`src/hdl/icap_consts.svh`:
```
`ifndef ICAP_CONSTS_SVH
`define ICAP_CONSTS_SVH

// ------------------------------
// Port geometry
// ------------------------------

`define ICAP_W 16 // Configuration port word width

// ------------------------------
// Packet words
// ------------------------------

// Sync pattern, sent as two words
`define ICAP_SYNC_H 16'hAA99
`define ICAP_SYNC_L 16'h5566

`define ICAP_NOOP 16'h2000 // Type 1 NOOP
`define ICAP_NULL 16'hFFFF // Dummy word, ignored by the port

// Type 1 headers, one word count each
`define ICAP_RD_GEN5 16'h2AE1 // Read GENERAL_5
`define ICAP_WR_GEN1 16'h3261 // Write GENERAL_1, address low
`define ICAP_WR_GEN2 16'h3281 // Write GENERAL_2, address high and opcode
`define ICAP_WR_GEN5 16'h32E1 // Write GENERAL_5, user word
`define ICAP_WR_CMD 16'h30A1  // Write CMD register

// CMD register codes
`define ICAP_CMD_DESYNC 16'h000D
`define ICAP_CMD_REBOOT 16'h000E

// ------------------------------
// Startup
// ------------------------------

// Cycles spent in INIT after reset before the readback starts
`define STARTUP_CYCLES 15

`endif
```
`src/hdl/icap_pkg.sv`:
```
`include "icap_consts.svh"

package icap_pkg;

   typedef logic [`ICAP_W-1:0] icap_word_t;
   typedef logic [3:0] design_num_t; // Flash image selector

   // Readback states first, then the reboot states from idle onward
   typedef enum logic [5:0] {
      init, rd_dummy, rd_sync_h, rd_sync_l, rd_noop_1, rd_noop_2,
      rd_gen5, rd_noop_3, rd_noop_4, rd_noop_5, rd_noop_6,
      rd_avoid_abort_1, rd_avoid_abort_2, rd_latch_data,
      rd_avoid_abort_3, rd_avoid_abort_4, rd_desync_h, rd_desync_l,
      rd_noop_7, idle, dummy_1, dummy_2, sync_h, sync_l,
      gen1_h, gen1_l, gen2_h, gen2_l, gen5_h, gen5_l,
      rbt_h, rbt_l, rbt_noop_0, rbt_noop_1, rbt_noop_2, rbt_noop_3
   } seq_state_t;

   // GENERAL_1 holds the low address word, four images per 64K window
   function automatic icap_word_t gen1_word(input design_num_t dn);
      if (dn < 4'd12)
         return {dn[1:0], 14'b0};
      return 16'h0000;
   endfunction

   // GENERAL_2 holds the read opcode and upper address byte
   function automatic icap_word_t gen2_word(input design_num_t dn);
      case (dn)
         4'd0:    return 16'h0300;
         4'd1:    return 16'h0305;
         4'd2:    return 16'h030A;
         4'd3:    return 16'h030F;
         4'd4:    return 16'h0315;
         4'd5:    return 16'h031A;
         4'd6:    return 16'h031F;
         4'd7:    return 16'h0324;
         4'd8:    return 16'h032A;
         4'd9:    return 16'h032F;
         4'd10:   return 16'h0334;
         4'd11:   return 16'h0339;
         default: return 16'h0300; // Out of range falls back to image 0
      endcase
   endfunction

endpackage

```
`src/hdl/icap_multiboot_top.sv`:
```
`timescale 1ns/1ps

module icap_multiboot_top
(
   input  logic                    clk,
   input  logic                    rst,
   input  icap_pkg::design_num_t   design_num,
   input  logic                    reconfigure,
   input  logic                    powerup,
   input  logic [3:0]              sw_in,
   output logic [3:0]              sw_out,
   output logic [3:0]              pwr_out,
   output logic                    initialized,
   output icap_pkg::icap_word_t    icap_din,
   output logic                    icap_ce_n,
   output logic                    icap_wr_n,
   input  icap_pkg::icap_word_t    icap_dout,
   input  logic                    icap_busy
);

   import icap_pkg::*;

   icap_word_t cmd_word;
   logic       cmd_ce_n;
   logic       cmd_wr_n;
   icap_word_t rd_word; // Readback in natural bit order
   logic       busy;
   logic       latch_dip;
   icap_word_t gen5_data;

   boot_sequencer seq0
   (
      .clk         (clk),
      .rst         (rst),
      .design_num  (design_num),
      .reconfigure (reconfigure),
      .busy        (busy),
      .gen5_data   (gen5_data),
      .cmd_word    (cmd_word),
      .cmd_ce_n    (cmd_ce_n),
      .cmd_wr_n    (cmd_wr_n),
      .latch_dip   (latch_dip),
      .initialized (initialized)
   );

   icap_port port0
   (
      .clk       (clk),
      .rst       (rst),
      .cmd_word  (cmd_word),
      .cmd_ce_n  (cmd_ce_n),
      .cmd_wr_n  (cmd_wr_n),
      .rd_word   (rd_word),
      .busy      (busy),
      .icap_din  (icap_din),
      .icap_ce_n (icap_ce_n),
      .icap_wr_n (icap_wr_n),
      .icap_dout (icap_dout),
      .icap_busy (icap_busy)
   );

   dip_store dip0
   (
      .clk        (clk),
      .rst        (rst),
      .latch_dip  (latch_dip),
      .rd_word    (rd_word),
      .powerup    (powerup),
      .sw_in      (sw_in),
      .design_num (design_num),
      .sw_out     (sw_out),
      .pwr_out    (pwr_out),
      .gen5_data  (gen5_data)
   );

endmodule

```
`src/hdl/dip_store.sv`:
```
`timescale 1ns/1ps
`include "icap_consts.svh"

module dip_store
(
   input  logic                    clk,
   input  logic                    rst,
   input  logic                    latch_dip,
   input  icap_pkg::icap_word_t    rd_word,
   input  logic                    powerup,
   input  logic [3:0]              sw_in,
   input  icap_pkg::design_num_t   design_num,
   output logic [3:0]              sw_out,
   output logic [3:0]              pwr_out,
   output icap_pkg::icap_word_t    gen5_data
);

   import icap_pkg::*;

   logic [7:0] soft_dip; // Switch state read back from GENERAL_5

   always_ff @(posedge clk)
   begin
      if (rst)
         soft_dip <= 8'h00;
      else if (latch_dip)
         soft_dip <= rd_word[7:0];
   end

   // ------------------------------
   // Switch selection
   // ------------------------------

   // Physical switches win during powerup
   assign sw_out  = powerup ? sw_in : soft_dip[3:0];
   assign pwr_out = powerup ? sw_in : soft_dip[7:4];

   // Word stored in GENERAL_5 for the next image to read back
   assign gen5_data = {
      {(`ICAP_W - 8){1'b0}},
      (powerup ? sw_in : soft_dip[7:4]),
      (powerup ? sw_in : design_num)
   };

endmodule

```
`src/hdl/icap_port.sv`:
```
`timescale 1ns/1ps
`include "icap_consts.svh"

module icap_port
(
   input  logic                    clk,
   input  logic                    rst,
   input  icap_pkg::icap_word_t    cmd_word,
   input  logic                    cmd_ce_n,
   input  logic                    cmd_wr_n,
   output icap_pkg::icap_word_t    rd_word,
   output logic                    busy,
   output icap_pkg::icap_word_t    icap_din,
   output logic                    icap_ce_n,
   output logic                    icap_wr_n,
   input  icap_pkg::icap_word_t    icap_dout,
   input  logic                    icap_busy
);

   import icap_pkg::*;

   // The port takes D0 first, so each byte goes in MSB-first order
   function automatic icap_word_t byte_swizzle(input icap_word_t w);
      icap_word_t r;
      for (int b = 0; b < `ICAP_W / 8; b++)
         for (int i = 0; i < 8; i++)
            r[8*b + i] = w[8*b + 7 - i];
      return r;
   endfunction

   always_ff @(posedge clk)
   begin
      if (rst)
      begin
         icap_din  <= `ICAP_NULL;
         icap_ce_n <= 1'b1; // Port deselected
         icap_wr_n <= 1'b1;
      end
      else
      begin
         icap_din  <= byte_swizzle(cmd_word);
         icap_ce_n <= cmd_ce_n;
         icap_wr_n <= cmd_wr_n;
      end
   end

   assign rd_word = byte_swizzle(icap_dout); // Same mapping on the way back
   assign busy    = icap_busy;

endmodule

```
`src/hdl/boot_sequencer.sv`:
```
`timescale 1ns/1ps
`include "icap_consts.svh"

module boot_sequencer
(
   input  logic                    clk,
   input  logic                    rst,
   input  icap_pkg::design_num_t   design_num,
   input  logic                    reconfigure,
   input  logic                    busy,
   input  icap_pkg::icap_word_t    gen5_data,
   output icap_pkg::icap_word_t    cmd_word,
   output logic                    cmd_ce_n,
   output logic                    cmd_wr_n,
   output logic                    latch_dip,
   output logic                    initialized
);

   import icap_pkg::*;

   localparam int CNT_W = $clog2(`STARTUP_CYCLES + 1);

   logic [CNT_W-1:0] startup_cnt;
   logic             reconfigure_sync;
   seq_state_t       state;
   seq_state_t       next_state;

   // ------------------------------
   // State register and startup delay
   // ------------------------------

   always_ff @(posedge clk)
   begin
      if (rst)
      begin
         state            <= init;
         startup_cnt      <= '0;
         reconfigure_sync <= 1'b0;
      end
      else
      begin
         reconfigure_sync <= reconfigure;
         if (startup_cnt != CNT_W'(`STARTUP_CYCLES))
         begin
            startup_cnt <= startup_cnt + 1'b1;
            state       <= init; // Hold until the port is ready
         end
         else
            state <= next_state;
      end
   end

   // ------------------------------
   // Next state and port pattern
   // ------------------------------

   always_comb
   begin
      next_state = seq_state_t'(state + 1'b1); // Most states step straight on
      cmd_ce_n   = 1'b0;
      cmd_wr_n   = 1'b0;
      cmd_word   = `ICAP_NULL;

      case (state)
         rd_dummy, dummy_2:
            cmd_word = `ICAP_SYNC_H;
         rd_sync_h, sync_h:
            cmd_word = `ICAP_SYNC_L;
         rd_sync_l, rd_noop_1, rd_gen5, rd_noop_3, rd_noop_4, rd_noop_5,
         rd_desync_l, rd_noop_7, rbt_l, rbt_noop_0, rbt_noop_1, rbt_noop_2:
            cmd_word = `ICAP_NOOP;
         rd_noop_2:
            cmd_word = `ICAP_RD_GEN5;

         // Read window, CE toggles around the WRITE change
         rd_noop_6, rd_avoid_abort_3:
            cmd_ce_n = 1'b1;
         rd_avoid_abort_1:
         begin
            cmd_ce_n = 1'b1;
            cmd_wr_n = 1'b1;
         end
         rd_avoid_abort_2:
            cmd_wr_n = 1'b1;
         rd_latch_data:
         begin
            cmd_wr_n = 1'b1;
            if (busy)
               next_state = rd_latch_data; // Wait for readback data
            else
               cmd_ce_n = 1'b1;
         end

         rd_avoid_abort_4, gen5_l:
            cmd_word = `ICAP_WR_CMD;
         rd_desync_h:
            cmd_word = `ICAP_CMD_DESYNC;

         idle:
            if (!reconfigure_sync)
               next_state = idle;

         sync_l:
            cmd_word = `ICAP_WR_GEN1;
         gen1_h:
            cmd_word = gen1_word(design_num);
         gen1_l:
            cmd_word = `ICAP_WR_GEN2;
         gen2_h:
            cmd_word = gen2_word(design_num);
         gen2_l:
            cmd_word = `ICAP_WR_GEN5;
         gen5_h:
            cmd_word = gen5_data;
         rbt_h:
            cmd_word = `ICAP_CMD_REBOOT;
         rbt_noop_3:
            next_state = idle;

         init, dummy_1:
            cmd_word = `ICAP_NULL;
         default:
            next_state = idle;
      endcase
   end

   assign latch_dip   = (state == rd_latch_data) && !busy; // Data valid with busy low
   assign initialized = (state == idle);

endmodule

```
`config.mk`:
```
export PLATFORM = sky130hd
export DESIGN_NAME = icap_multiboot_top
export DESIGN_NICKNAME = d
export VERILOG_FILES = /design/src/hdl/icap_pkg.sv /design/src/hdl/icap_multiboot_top.sv /design/src/hdl/dip_store.sv /design/src/hdl/icap_port.sv /design/src/hdl/boot_sequencer.sv
export VERILOG_INCLUDE_DIRS = /design/src /design/src/hdl
export SDC_FILE = /design/constraint.sdc
export NUM_CORES = 1
export LEC_CHECK = 0
export BUFFER_PORTS_ARGS = -buffer_cell sky130_fd_sc_hd__buf_2
export CORE_ASPECT_RATIO = 2
export CORE_MARGIN = 2
export CORE_UTILIZATION = 42
export DETAILED_ROUTE_END_ITERATION = 10
export GPL_TIMING_DRIVEN = 1
export PLACE_DENSITY = 0.66
export SYNTH_ARGS = -nofsm -noshare
export SYNTH_HDL_FRONTEND = slang
export SYNTH_SLANG_ARGS = --single-unit
```
`constraint.sdc`:
```
create_clock -name clk -period 6.8 [get_ports clk]
set_clock_uncertainty 0.2 [all_clocks]
set_input_delay 0.34 -clock clk [delete_from_list [all_inputs] [get_ports clk]]
set_output_delay 0.34 -clock clk [all_outputs]
set_load 0.03 [all_outputs]
```
Yosys cells after proc, flatten, opt, wreduce, memory -nomap -nowiden --
Memories as Yosys holds them, arrays and structs flattened. Index checks and enable logic that the tools add are counted. W data, S select, Z words.
Cells by class: multiplexer cells 14, $lt $le $gt $ge 1, add/sub/neg operators 2, eq/ne operators 35, reduce and logical (&&, ||, !) cells 11
Operator list (number):
- $pmux W16 S13 | 1
- $eq A6 B5 Y1 const B | 16
- $eq A6 B4 Y1 const B | 8
- $reduce_or A33 Y1 | 1
- $mux W16 | 2
- $eq A6 B3 Y1 const B | 4
- $eq A6 B6 Y1 const B | 3
- $pmux W6 S3 | 1
- $eq A6 B2 Y1 const B | 2
- $mux W4 | 3
- $mux W6 | 2
- $reduce_or A12 Y1 | 1
- $reduce_or A2 Y1 | 4
- $add A6 B1 Y6 const B | 1
- $eq A6 B1 Y1 const B | 1
- $logic_not A6 Y1 | 1
- $reduce_or A3 Y1 | 2
- $add A4 B1 Y4 const B | 1
- $lt A4 B4 Y1 const B | 1
- $mux W1 | 4
- $ne A4 B4 Y1 const B | 1
- $pmux W1 S2 | 1
- $logic_and A1 B1 Y1 | 1
- $logic_not A1 Y1 | 1
Storage, ports and cells: input bits 29, output and inout port bits 27, memory bits (read-only) 96, word-level logic and storage cells 71, bits in registers 37, memories 1
Memories:
- (no name shown) | words 16, bits a word 6, read ports 1, clocked after Yosys merged registers in 0, write ports 0, RTL line icap_pkg.sv:28 | case (dn)

Logic depth before layout (Yosys ltp) --
Gate-level depths: netlist of run 1.
word-level depth 5, mapped depth 10, depth with buffers taken out 8

By module --
A second synthesis of run 1 with hierarchy kept.
Unflattened totals: cells, all modules 327, area total of the unflattened synthesis 2683.8 µm²
Modules (own cells, without submodules):
- boot_sequencer | seq. area each 220.2 µm², cells an instance 205, area each 1561.5 µm², instances 1
- icap_port | seq. area each 360.3 µm², cells an instance 54, area each 611.8 µm², instances 1
- dip_store | seq. area each 160.2 µm², cells an instance 68, area each 510.5 µm², instances 1

Worst setup path before layout of run 1 --
Ideal clock, no wire load.
path type register -> register, start register seq0.state[0], end register seq0.state[2], arrival 1.856 ns, clock period less this slack 2.197 ns, cell stages (with the launch flop) 10, slack 4.603 ns, library setup time 0.140 ns, cells stage by stage dfxtp_1 -> inv_1 -> ha_1 -> buf_6 -> or2_1 -> a21oi_1 -> o221a_2 -> o21ai_2 -> a2111oi_1 -> a211oi_1
On the way: word-level cells in the longest chain between the ends 3, elaborated cells on any way between the ends 40, classes of those cells 1 x add/sub; 34 x eq/ne; 3 x mux; 2 x reduce/logical
Ends and longest elaborated chain:
- start: declaration | RTL line boot_sequencer.sv:25 | seq_state_t state;
- start signal: assignment | RTL line boot_sequencer.sv:36 | state <= init;
- start signal: assignment | RTL line boot_sequencer.sv:46 | state <= init;
- start signal: assignment | RTL line boot_sequencer.sv:49 | state <= next_state;
- $add A6 B1 Y6, or another cell as far along | RTL line boot_sequencer.sv:59 | next_state = seq_state_t'(state + 1'b1);
- $mux W6, or another cell as far along | RTL line boot_sequencer.sv:100 | if (!reconfigure_sync)
- $pmux W6 S3 * | RTL line boot_sequencer.sv:64 | case (state)
Mark *: on every way between the ends. The rest lies on a longest branch, timed or not. A chain may end at the register's enable or synchronous reset.

Worst setup path in the final report of run 1 --
start register seq0.state[2], end register seq0.state[0]
On the way: word-level cells in the longest chain between the ends 3, elaborated cells on any way between the ends 37, classes of those cells 34 x eq/ne; 1 x mux; 2 x reduce/logical
Ends and longest elaborated chain (RTL line):
- $eq A6 B1 Y1, or another cell as far along | boot_sequencer.sv:64
- $reduce_or A33 Y1 (no source line)
- $pmux W6 S3 * | boot_sequencer.sv:64
Marks and branches as above.

==> results of run 1 <==
## flip-flops by register name (all words and copies together), names as in the netlist
signal,flops
dip0.soft_dip,8
port0.icap_ce_n,1
port0.icap_din,16
port0.icap_wr_n,1
seq0.reconfigure_sync,1
seq0.startup_cnt,4
seq0.state,6
## worst max-delay path, cell delays in order (launching register included)
cell,delay [ns]
dfxtp_1,0.87
and2_1,0.32
nand4b_1,0.56
o211ai_1,0.29
nor3_1,0.11
o31a_1,0.30
## power breakdown
part	internal, W	switching [W]	total (W)
clock	0.000148	0.0000846	0.000232
combinational	0.0000124	0.0000229	0.0000353
sequential	0.000219	0.00000199	0.000221
total	0.000379	0.000109	0.000488
## cell type report
type / count / share of cell area
flip-flops and latches: 37 / 0.292
inverters: 19 / 0.0282
clock buffers: 5 / 0.0272
multi-input cells: 197 / 0.503
well taps: 58 / 0.0287
clock inverters: 3 / 0.0272
repair buffers: 47 / 0.0929
## cell families (layout without fill, tap and decap cells)
family / Yosys count / after routing / share of synthesized area
xor+xnor: 7 / 7 / 0.0281
flops: 37 / 37 / 0.339
mux: 12 / 12 / 0.0550
simple gates: 103 / 103 / 0.233
compound gates: 65 / 65 / 0.210
buf+inv: 37 / 74 / 0.0763
fa+ha+maj: 10 / 10 / 0.0573
## final timing paths
kind / from / endpoint / slack (ns) / cells past startpoint
setup reg to reg: seq0.state[2] / seq0.state[0] / 4.03 / 5
hold reg to reg: dip0.soft_dip[4] / dip0.soft_dip[4] / 0.30 / 2
setup / recovery: seq0.state[2] / seq0.state[0] / 4.03 / 5
hold / removal: reconfigure / seq0.reconfigure_sync / 0.05 / 2
## placed cells by master (no fill, tap or decap), types with 2 or more instances in the layout
master and instances:
a2bb2oi_1 2, nand2b_1 5, a21o_1 2, inv_1 18, a22oi_1 4, o22ai_1 4
buf_2 47, a21oi_1 4, nor3_1 6, nor2_1 25, nand4_1 3, nor3b_1 3
mux2i_1 12, nor2b_1 5, and3_1 2, dfxtp_1 37, nand3_1 15, xnor2_1 6
nand3b_1 4, ha_1 10, o21ai_0 21, a211oi_1 4, nand2_1 27, bufinv_16 2
a221oi_1 3, clkbuf_8 5, o211ai_1 5
## synth_stat cells, types with 6 or more instances
cell type	n
nor3_1	6
dfxtp_1	37
nor2_1	25
ha_1	10
mux2i_1	12
o21ai_0	21
inv_1	18
nand3_1	15
buf_2	10
nand2_1	27
xnor2_1	6
## metal layers
layer / GRT usage / share of wire / vias to the layer above
met2: 0.339 / 0.54 / 51
met1: 0.210 / 0.36 / 918
met4: 0.150 / 0.060 / 0
li1: - / - / 1030
met3: 0.0379 / 0.034 / 22
met5: 0 / 0 / -
## per-stage QoR
step           total power (W)  hold slack, ns  setup WS, ns  std cells  utilization
2_1_floorplan         0.000245           0.212          4.60        271            -
3_3_place_gp          0.000260           0.276          4.06        358        0.470
3_5_place_dp          0.000261           0.285          4.02        358        0.470
4_1_cts               0.000495          0.0343          4.02        366        0.497
5_1_grt               0.000510          0.0724          3.83        366        0.497
6_report              0.000488          0.0467          4.03        366        0.497
==> out/results.ini, run 1 <==
[run_status]
status=finished, final reports clean

[finish]
final_layout_size_suffix_gt1_frac=0.208
num-nets-final=346
diodes=0
area_growth_pct=16.1
fillers=543
multi_input_area_um2=1270
ff_latch_area_um2=741
final_cell_area_um2=2530

[setup_path]
required_ns=6.79
startpoint_type=flip-flop
crit_arrival_ns=2.76
crit_path_max_fanout=26
cp-end-kind=flip-flop
crit_type=flip-flop to flip-flop

[clock_network]
ctsResizeCount=0
clk_latency_ns=0.30
hold_buffers=0
htree_num_levels=2
numClockSinks=37
clkTransAtPathRegs_ns=0.07
cts-root-buf=clkbuf_8
post_cts_buffers=0
cts_buffers=5
clockBufferDepth=2
tritoncts=built

[die]
dieHeight_um=106
start_util=0.429
num_rows=37
die_area_um2=5820
io_pins=56
core_um2=5090
fp.dieW_um=55.0

[logic_synthesis]
synth_edf_count=0
ys_seq_elements=37
ys_seq_area_frac=0.339
syn-cell-area_um2=2180
syn-mean-instance-area_um2=8.05
yosysWarnings=0
yosysTopAreaCell=dfxtp_1
ys_types=55
async_flop_share=0
synth_fp_nets=310
synthTopCellsByArea=dfxtp_1 (34%), ha_1 (5.7%), mux2i_1 (5.5%)
ys.flop_type=dfxtp_1
syn_inst=271
synth.top_cell.area_share=0.339

[timing]
max-slew-margin-rel=0.433
fin_setup_tns_ns=0
finalCriticalPeriod_ns=2.77
setup_violations=0
finalCritPeriodShare=0.408
worst_slew_pin_slew_ns=0.849
rsz0062_at_grt=false
fmax_mhz=361
drv_slew=0
hold_violations=0

[placement]
placed_cell_area_um2=2390
place.gp.congestion=0.842
io_buffers=47
dp.final_hpwl_mm=4.05

[grt]
grt_pass1_wl_mm=8.66
grt_use_total=0.203
grt_antenna_before_repair=0
grt_max_degree=28
grt_overflow=0
grt_pass1_vias=1923

[worst_hold_path]
hold_class=input pin to flip-flop

[routing]
ant_nets=0
vias_per_cell=5.52
wl_mm=5.27
drc=0
dr.first_iter.drc_count=60
wire_per_inst_um=14.4
vias=2021
drtPass1Iterations=4

[power]
powerDensity_nw_per_um2=193
p_leak_nw=0.990
vdd_drop_max_mv=0.174

[run]
cap_violations=0

(Power assumes the default switching activity.)
==> run 2: changes to the inputs <==
Settings changed: ABC_AREA from default to 1, PLACE_DENSITY 0.66 to 0.68.
Clock period 6.8 ns to 2.3 ns, I/O delays scaled along.
==> out/results.ini, run 2 <==
[logic_synthesis]
synthTopCellsByArea=dfxtp_1 (35%), nand2_1 (9.5%), nand3_1 (7.7%)
synth_fp_nets=341  ; +10%
synth_most_common_cell=nand2_1
synth.top_cell.area_share=0.346  ; +0.00634
ys_types=34  ; -38%
async_flop_share=0  ; unchanged
ys_seq_area_frac=0.346  ; +0.00634
synth_edf_count=0  ; unchanged
syn-mean-instance-area_um2=7.09  ; -12%
syn_inst=302  ; +11%
syn-cell-area_um2=2140  ; -1.8%
yosysTopAreaCell=dfxtp_1
ys_seq_elements=37  ; unchanged
ys.flop_type=dfxtp_1
yosysWarnings=0  ; unchanged
synth_commonest_cells=nand2_1 (54), dfxtp_1 (37), inv_1 (36)

[finish]
largest_reg_flops=16  ; unchanged
stdcell_count=427  ; +17%
top_regs=port0.icap_din: 16 flops, dip0.soft_dip: 8 flops, seq0.state: 6 flops
fillers=524  ; -3.5%
top_register=port0.icap_din
final_common_cell=nand2_1
final_cell_mix=nand2_1 (54), buf_2 (47), inv_1 (36), dfxtp_1 (36), nand3_1 (32)
diodes=0  ; unchanged
final_layout_size_suffix_gt1_frac=0.243  ; +0.0355
fin_util=0.553  ; +0.0560
num-nets-final=408  ; +18%
area_growth_pct=26.8

[setup_path]
critical_path.top_delay_family=simple AND/OR/NAND/NOR gates
crit_path_max_incr_delay_ns=0.39  ; -0.48 ns
crit_slowest_cell=dfxtp_1
crit_buf_inv=1  ; +1
crit_type=flip-flop to flip-flop
cp-end-kind=flip-flop
required_ns=2.34  ; -4.45 ns
worst_path_most_repeated_cell=nand2_1
crit_arrival_ns=2.20  ; -0.56 ns
startpoint_type=flip-flop
cp_cell_sequence=inv_1 > ha_1 > nand3_1 > nor2_2 > nor2_4 > nand2_1 > a21oi_2 > nand3_4 > nand3_2 > nor2_1 > nand2_1
crit_path_max_fanout=8  ; -69%

[die]
core_um2=4910  ; -3.6%
io_pins=56  ; unchanged
dieHeight_um=105  ; -0.89%
die_area_um2=5720  ; -1.7%
fp.dieW_um=54.5  ; -0.85%
start_util=0.436  ; +0.00779
num_rows=36  ; -2.7%

[timing]
drv_slew=0  ; unchanged
rsz0062_at_grt=true
worst_slack_ns=0.145  ; -3.88 ns
finalCriticalPeriod_ns=2.15  ; -0.618 ns
setup_violations=0  ; unchanged
hold_violations=0  ; unchanged
fmax_mhz=464  ; +29%
max-slew-margin-rel=0.687  ; +0.254
finalCritPeriodShare=0.937  ; +0.529
worst_slew_pin_slew_ns=0.467  ; -0.382 ns
whs_ns=0.0199  ; -0.0268 ns

[placement]
dpl.cell_count=404  ; +13%
dp.final_hpwl_mm=4.37  ; +8.0%
io_buffers=47  ; unchanged
place.gp.congestion=0.895  ; +6.3%
dp_slack_ns=0.116  ; -3.91 ns

[grt]
grtUsageMet3=0.0257  ; -0.0122
grt_pass1_wl_mm=9.15  ; +5.7%
grt_overflow=0  ; unchanged
grt_use_total=0.211  ; +0.00797
grt_pass1_vias=2122  ; +10%
grt.busiest_layer=met2
grt_use_met2=0.391  ; +0.0514
grt_max_degree=17  ; -39%
grt_antenna_before_repair=0  ; unchanged
grt_use_met1=0.207  ; -0.00278

[clock_network]
cts-root-buf=clkbuf_8
cts_buffers=5  ; unchanged
numClockSinks=37  ; unchanged
clk_latency_ns=0.29  ; about the same
tritoncts=built
clockBufferDepth=2  ; unchanged
post_cts_buffers=0  ; unchanged
clkTransAtPathRegs_ns=0.08  ; about the same
htree_num_levels=2  ; unchanged

[power]
vdd_drop_max_mv=0.419  ; +140%
total_power_w=0.00135  ; +180%
p_leak_nw=1.25  ; +26%
powerDensity_nw_per_um2=497  ; +160%

[routing]
wl_mm=5.60  ; +6.3%
drtPass1Iterations=4  ; unchanged
wire_per_inst_um=13.1  ; -8.9%
ant_nets=0  ; unchanged
vias=2185  ; +8.1%
dr.first_iter.drc_count=31  ; -48%
vias_per_cell=5.12  ; -7.3%
drc=0  ; unchanged

[worst_hold_path]
hold_class=input pin to flip-flop

[run]
cap_violations=0  ; unchanged

[run_status]
status=finished, final reports clean

==> run 2: cell count changes in the layout (fill, tap and decap cells not counted), moves of 6 or more <==
cell           delta
nand2_1          +27
inv_1            +18
nand3_1          +17
dlygate4sd3_1    +14
a21oi_1          +12
mux2i_1          -12
nor2_2            +8
xnor2_1           -6
==> run 2: stage by stage <==
stage                     setup TNS [ns]  area (µm²)
after floorplan                        0        2140
after CTS                              0        2680
after detailed placement               0        2430
final                                  0        2720
after global placement                 0        2430
after global routing             -0.0319        2720
==> run 2: power by group <==
part	total [W]	leakage, nW	internal (W)	switching [W]
clock network	0.000569	0.0543	0.000324	0.000245
logic	0.000131	0.893	0.0000529	0.0000776
registers	0.000652	0.301	0.000647	0.00000450
==> run 2: cell families after synthesis <==
kind of cell,count (synthesis),share of synthesized area
adder cells (fa/ha/maj),10,0.0584
AND/OR/NAND/NOR,143,0.315
XOR/XNOR,4,0.0164
flip-flops,37,0.346
buffers and inverters,49,0.103
AO/OA/AOI/OAI,59,0.161
==> run 2: worst paths after layout <==
kind                                        from            endpoint  slack [ns]  cells past startpoint
worst min-delay path               design_num[3]   port0.icap_din[4]        0.02                      4
worst min register to register  dip0.soft_dip[5]    dip0.soft_dip[5]        0.25                      2
worst max-delay path               seq0.state[1]  port0.icap_din[14]        0.15                     11
worst max register to register     seq0.state[1]  port0.icap_din[14]        0.15                     11
==> run 2: metal layers <==
metal	routed length, µm	share of wire
met1	1960	0.35
met2	3170	0.57
met3	175	0.031
met4	296	0.053
met5	0	0
==> run 2: worst register-to-register path, cell delays in order (launching register included) <==
cell and delay [ns]:
dfxtp_1 0.39, inv_1 0.08, ha_1 0.27, nand3_1 0.17, nor2_2 0.06, nor2_4 0.14
nand2_1 0.13, a21oi_2 0.28, nand3_4 0.19, nand3_2 0.11, nor2_1 0.04, nand2_1 0.04
==> run 2: layout make-up <==
class,instances,area [µm²],area share
repair buffers,66,413,0.152
clock inverters,3,46.3,0.0170
well taps,57,71.3,0.0263
clock buffers,5,68.8,0.0253
flip-flops and latches,37,742,0.273
multi-input cells,217,1210,0.446
inverters,42,163,0.0599
==> run 2: repair_timing <==
action	in CTS	in global routing
hold endpoints to repair	16	0
hold buffers	14	0
resized for setup	0	6
endpoints found under the setup margin	0	18
==> run 3: changes to the inputs <==
Settings changed: CORE_MARGIN 2 to default.
==> out/results.ini, run 3 (same netlist as run 2, synthesis figures left out) <==
[placement]
io_buffers=47  ; unchanged
place.gp.congestion=0.909  ; +1.5%
dp.final_hpwl_mm=4.39  ; +0.36%
placed_cell_area_um2=2420  ; -0.31%

[timing]
finalCritPeriodShare=0.947  ; +0.0101
worst_slew_pin_slew_ns=0.443  ; -0.0243 ns
whs_ns=0.000946  ; -0.0190 ns
rsz0062_at_grt=false
drv_slew=0  ; unchanged
max-slew-margin-rel=0.697  ; +0.00969
fmax_mhz=459  ; -1.1%
fin_setup_tns_ns=0  ; unchanged
setup_violations=0  ; unchanged
finalCriticalPeriod_ns=2.18  ; +0.0231 ns
hold_violations=0  ; unchanged

[setup_path]
crit_type=flip-flop to flip-flop
crit_arrival_ns=2.21  ; about the same
required_ns=2.34  ; about the same
startpoint_type=flip-flop
cp-end-kind=flip-flop
crit_path_max_fanout=15  ; +7

[grt]
grt_overflow=0  ; unchanged
grt_pass1_vias=2220  ; +4.6%
grt_pass1_wl_mm=9.11  ; -0.45%
grt_use_total=0.227  ; +0.0155
grt_antenna_before_repair=0  ; unchanged
grt_max_degree=17  ; unchanged

[clock_network]
clockBufferDepth=2  ; unchanged
cts_buffers=5  ; unchanged
clkTransAtPathRegs_ns=0.08  ; about the same
clk_latency_ns=0.29  ; about the same
numClockSinks=37  ; unchanged
tritoncts=built
htree_num_levels=2  ; unchanged
cts-root-buf=clkbuf_8

[power]
powerDensity_nw_per_um2=515  ; +3.6%
p_leak_nw=1.23  ; -1.9%
vdd_drop_max_mv=0.523  ; +25%

[die]
start_util=0.440  ; +0.00404
dieHeight_um=103  ; -1.9%
core_um2=4860  ; -0.92%
fp.dieW_um=52.5  ; -3.7%
num_rows=36  ; unchanged
die_area_um2=5410  ; -5.5%
io_pins=56  ; unchanged

[finish]
area_growth_pct=24.9
largest_reg_flops=16  ; unchanged
final_cell_mix=nand2_1 (54), buf_2 (47), inv_1 (36), dfxtp_1 (36), nand3_1 (33)
final_cell_area_um2=2680  ; -1.5%
diodes=0  ; unchanged
top_register=port0.icap_din
fillers=496  ; -5.3%
num-nets-final=404  ; -0.98%
final_common_cell=nand2_1
ff_latch_area_um2=742  ; unchanged
multi_input_area_um2=1190  ; -1.4%
top_regs=port0.icap_din: 16 flops, dip0.soft_dip: 8 flops, seq0.state: 6 flops
final_layout_size_suffix_gt1_frac=0.235  ; -0.00827

[routing]
drc=0  ; unchanged
vias=2209  ; +1.1%
wire_per_inst_um=13.1  ; -0.23%
ant_nets=0  ; unchanged
drtPass1Iterations=4  ; unchanged
vias_per_cell=5.22  ; +2.1%
wl_mm=5.54  ; -1.2%
dr.first_iter.drc_count=42  ; +35%

[run]
cap_violations=0  ; unchanged

[run_status]
status=finished, final reports clean

[worst_hold_path]
hold_class=input pin to flip-flop

[run 3: cell types whose count changed in the layout (fill, tap and decap cells not counted)]
cell	previous run	this run
buf_4	5	4
clkbuf_8	5	6
clkinv_4	1	0
nand3_2	3	1
ha_1	9	10
ha_2	1	0
nand3_1	32	33
dlygate4sd3_1	14	12
[run 3: through the flow]
stage	std cells	setup WS [ns]	util	total power (W)
after floorplan	302	0.322	-	0.000728
after global placement	403	0.147	0.498	0.000777
after detailed placement	403	0.108	0.498	0.000779
after CTS	423	0.0883	0.547	0.00138
after global routing	423	0.00450	0.550	0.00142
final	423	0.122	0.550	0.00138
[run 3: final timing paths]
kind | slack (ns) | endpoint | startpoint | depth (start not counted)
setup / recovery | 0.12 | port0.icap_din[14] | seq0.state[0] | 9
hold / removal | 0.0009 | port0.icap_din[9] | design_num[0] | 3
setup reg to reg | 0.12 | port0.icap_din[14] | seq0.state[0] | 9
hold reg to reg | 0.25 | dip0.soft_dip[6] | dip0.soft_dip[6] | 2
[run 3: final cells by class]
cell class / instances / share of cell area
tap: 57 / 0.0266
inverter: 42 / 0.0608
sequential: 37 / 0.277
clock inverter: 2 / 0.0140
timing repair buffer: 63 / 0.144
multi-input combinational: 216 / 0.446
clock buffer: 6 / 0.0309
[run 3: what timing repair did]
item	4_1_cts	5_1_grt
setup endpoints to repair	0	18
endpoints found under the hold margin	14	0
hold buffers	12	0
gates resized for setup	0	4
buffers inserted	0	0
[run 3: routing by layer]
| layer | GRT usage | up-vias | routed length (µm) |
|---|---|---|---|
| li1 | - | 1124 | - |
| met1 | 0.186 | 971 | 1910 |
| met2 | 0.442 | 84 | 3030 |
| met3 | 0.0369 | 30 | 227 |
| met4 | 0.176 | 0 | 360 |
| met5 | 0 | - | 0 |
[run 3: critical path, stage by stage, from the launching register on]
cell	delay (ns)
dfxtp_1	0.39
inv_1	0.10
ha_1	0.30
o211ai_1	0.35
nand3_1	0.20
nor3_4	0.20
nand3_4	0.19
nand3_2	0.11
nor2_1	0.05
nand2_1	0.05
[run 3: where the power goes]
| group | switching, W | total, W | internal [W] |
|---|---|---|---|
| sequential | 0.00000442 | 0.000652 | 0.000647 |
| clock | 0.000245 | 0.000598 | 0.000353 |
| combinational | 0.0000773 | 0.000129 | 0.0000518 |
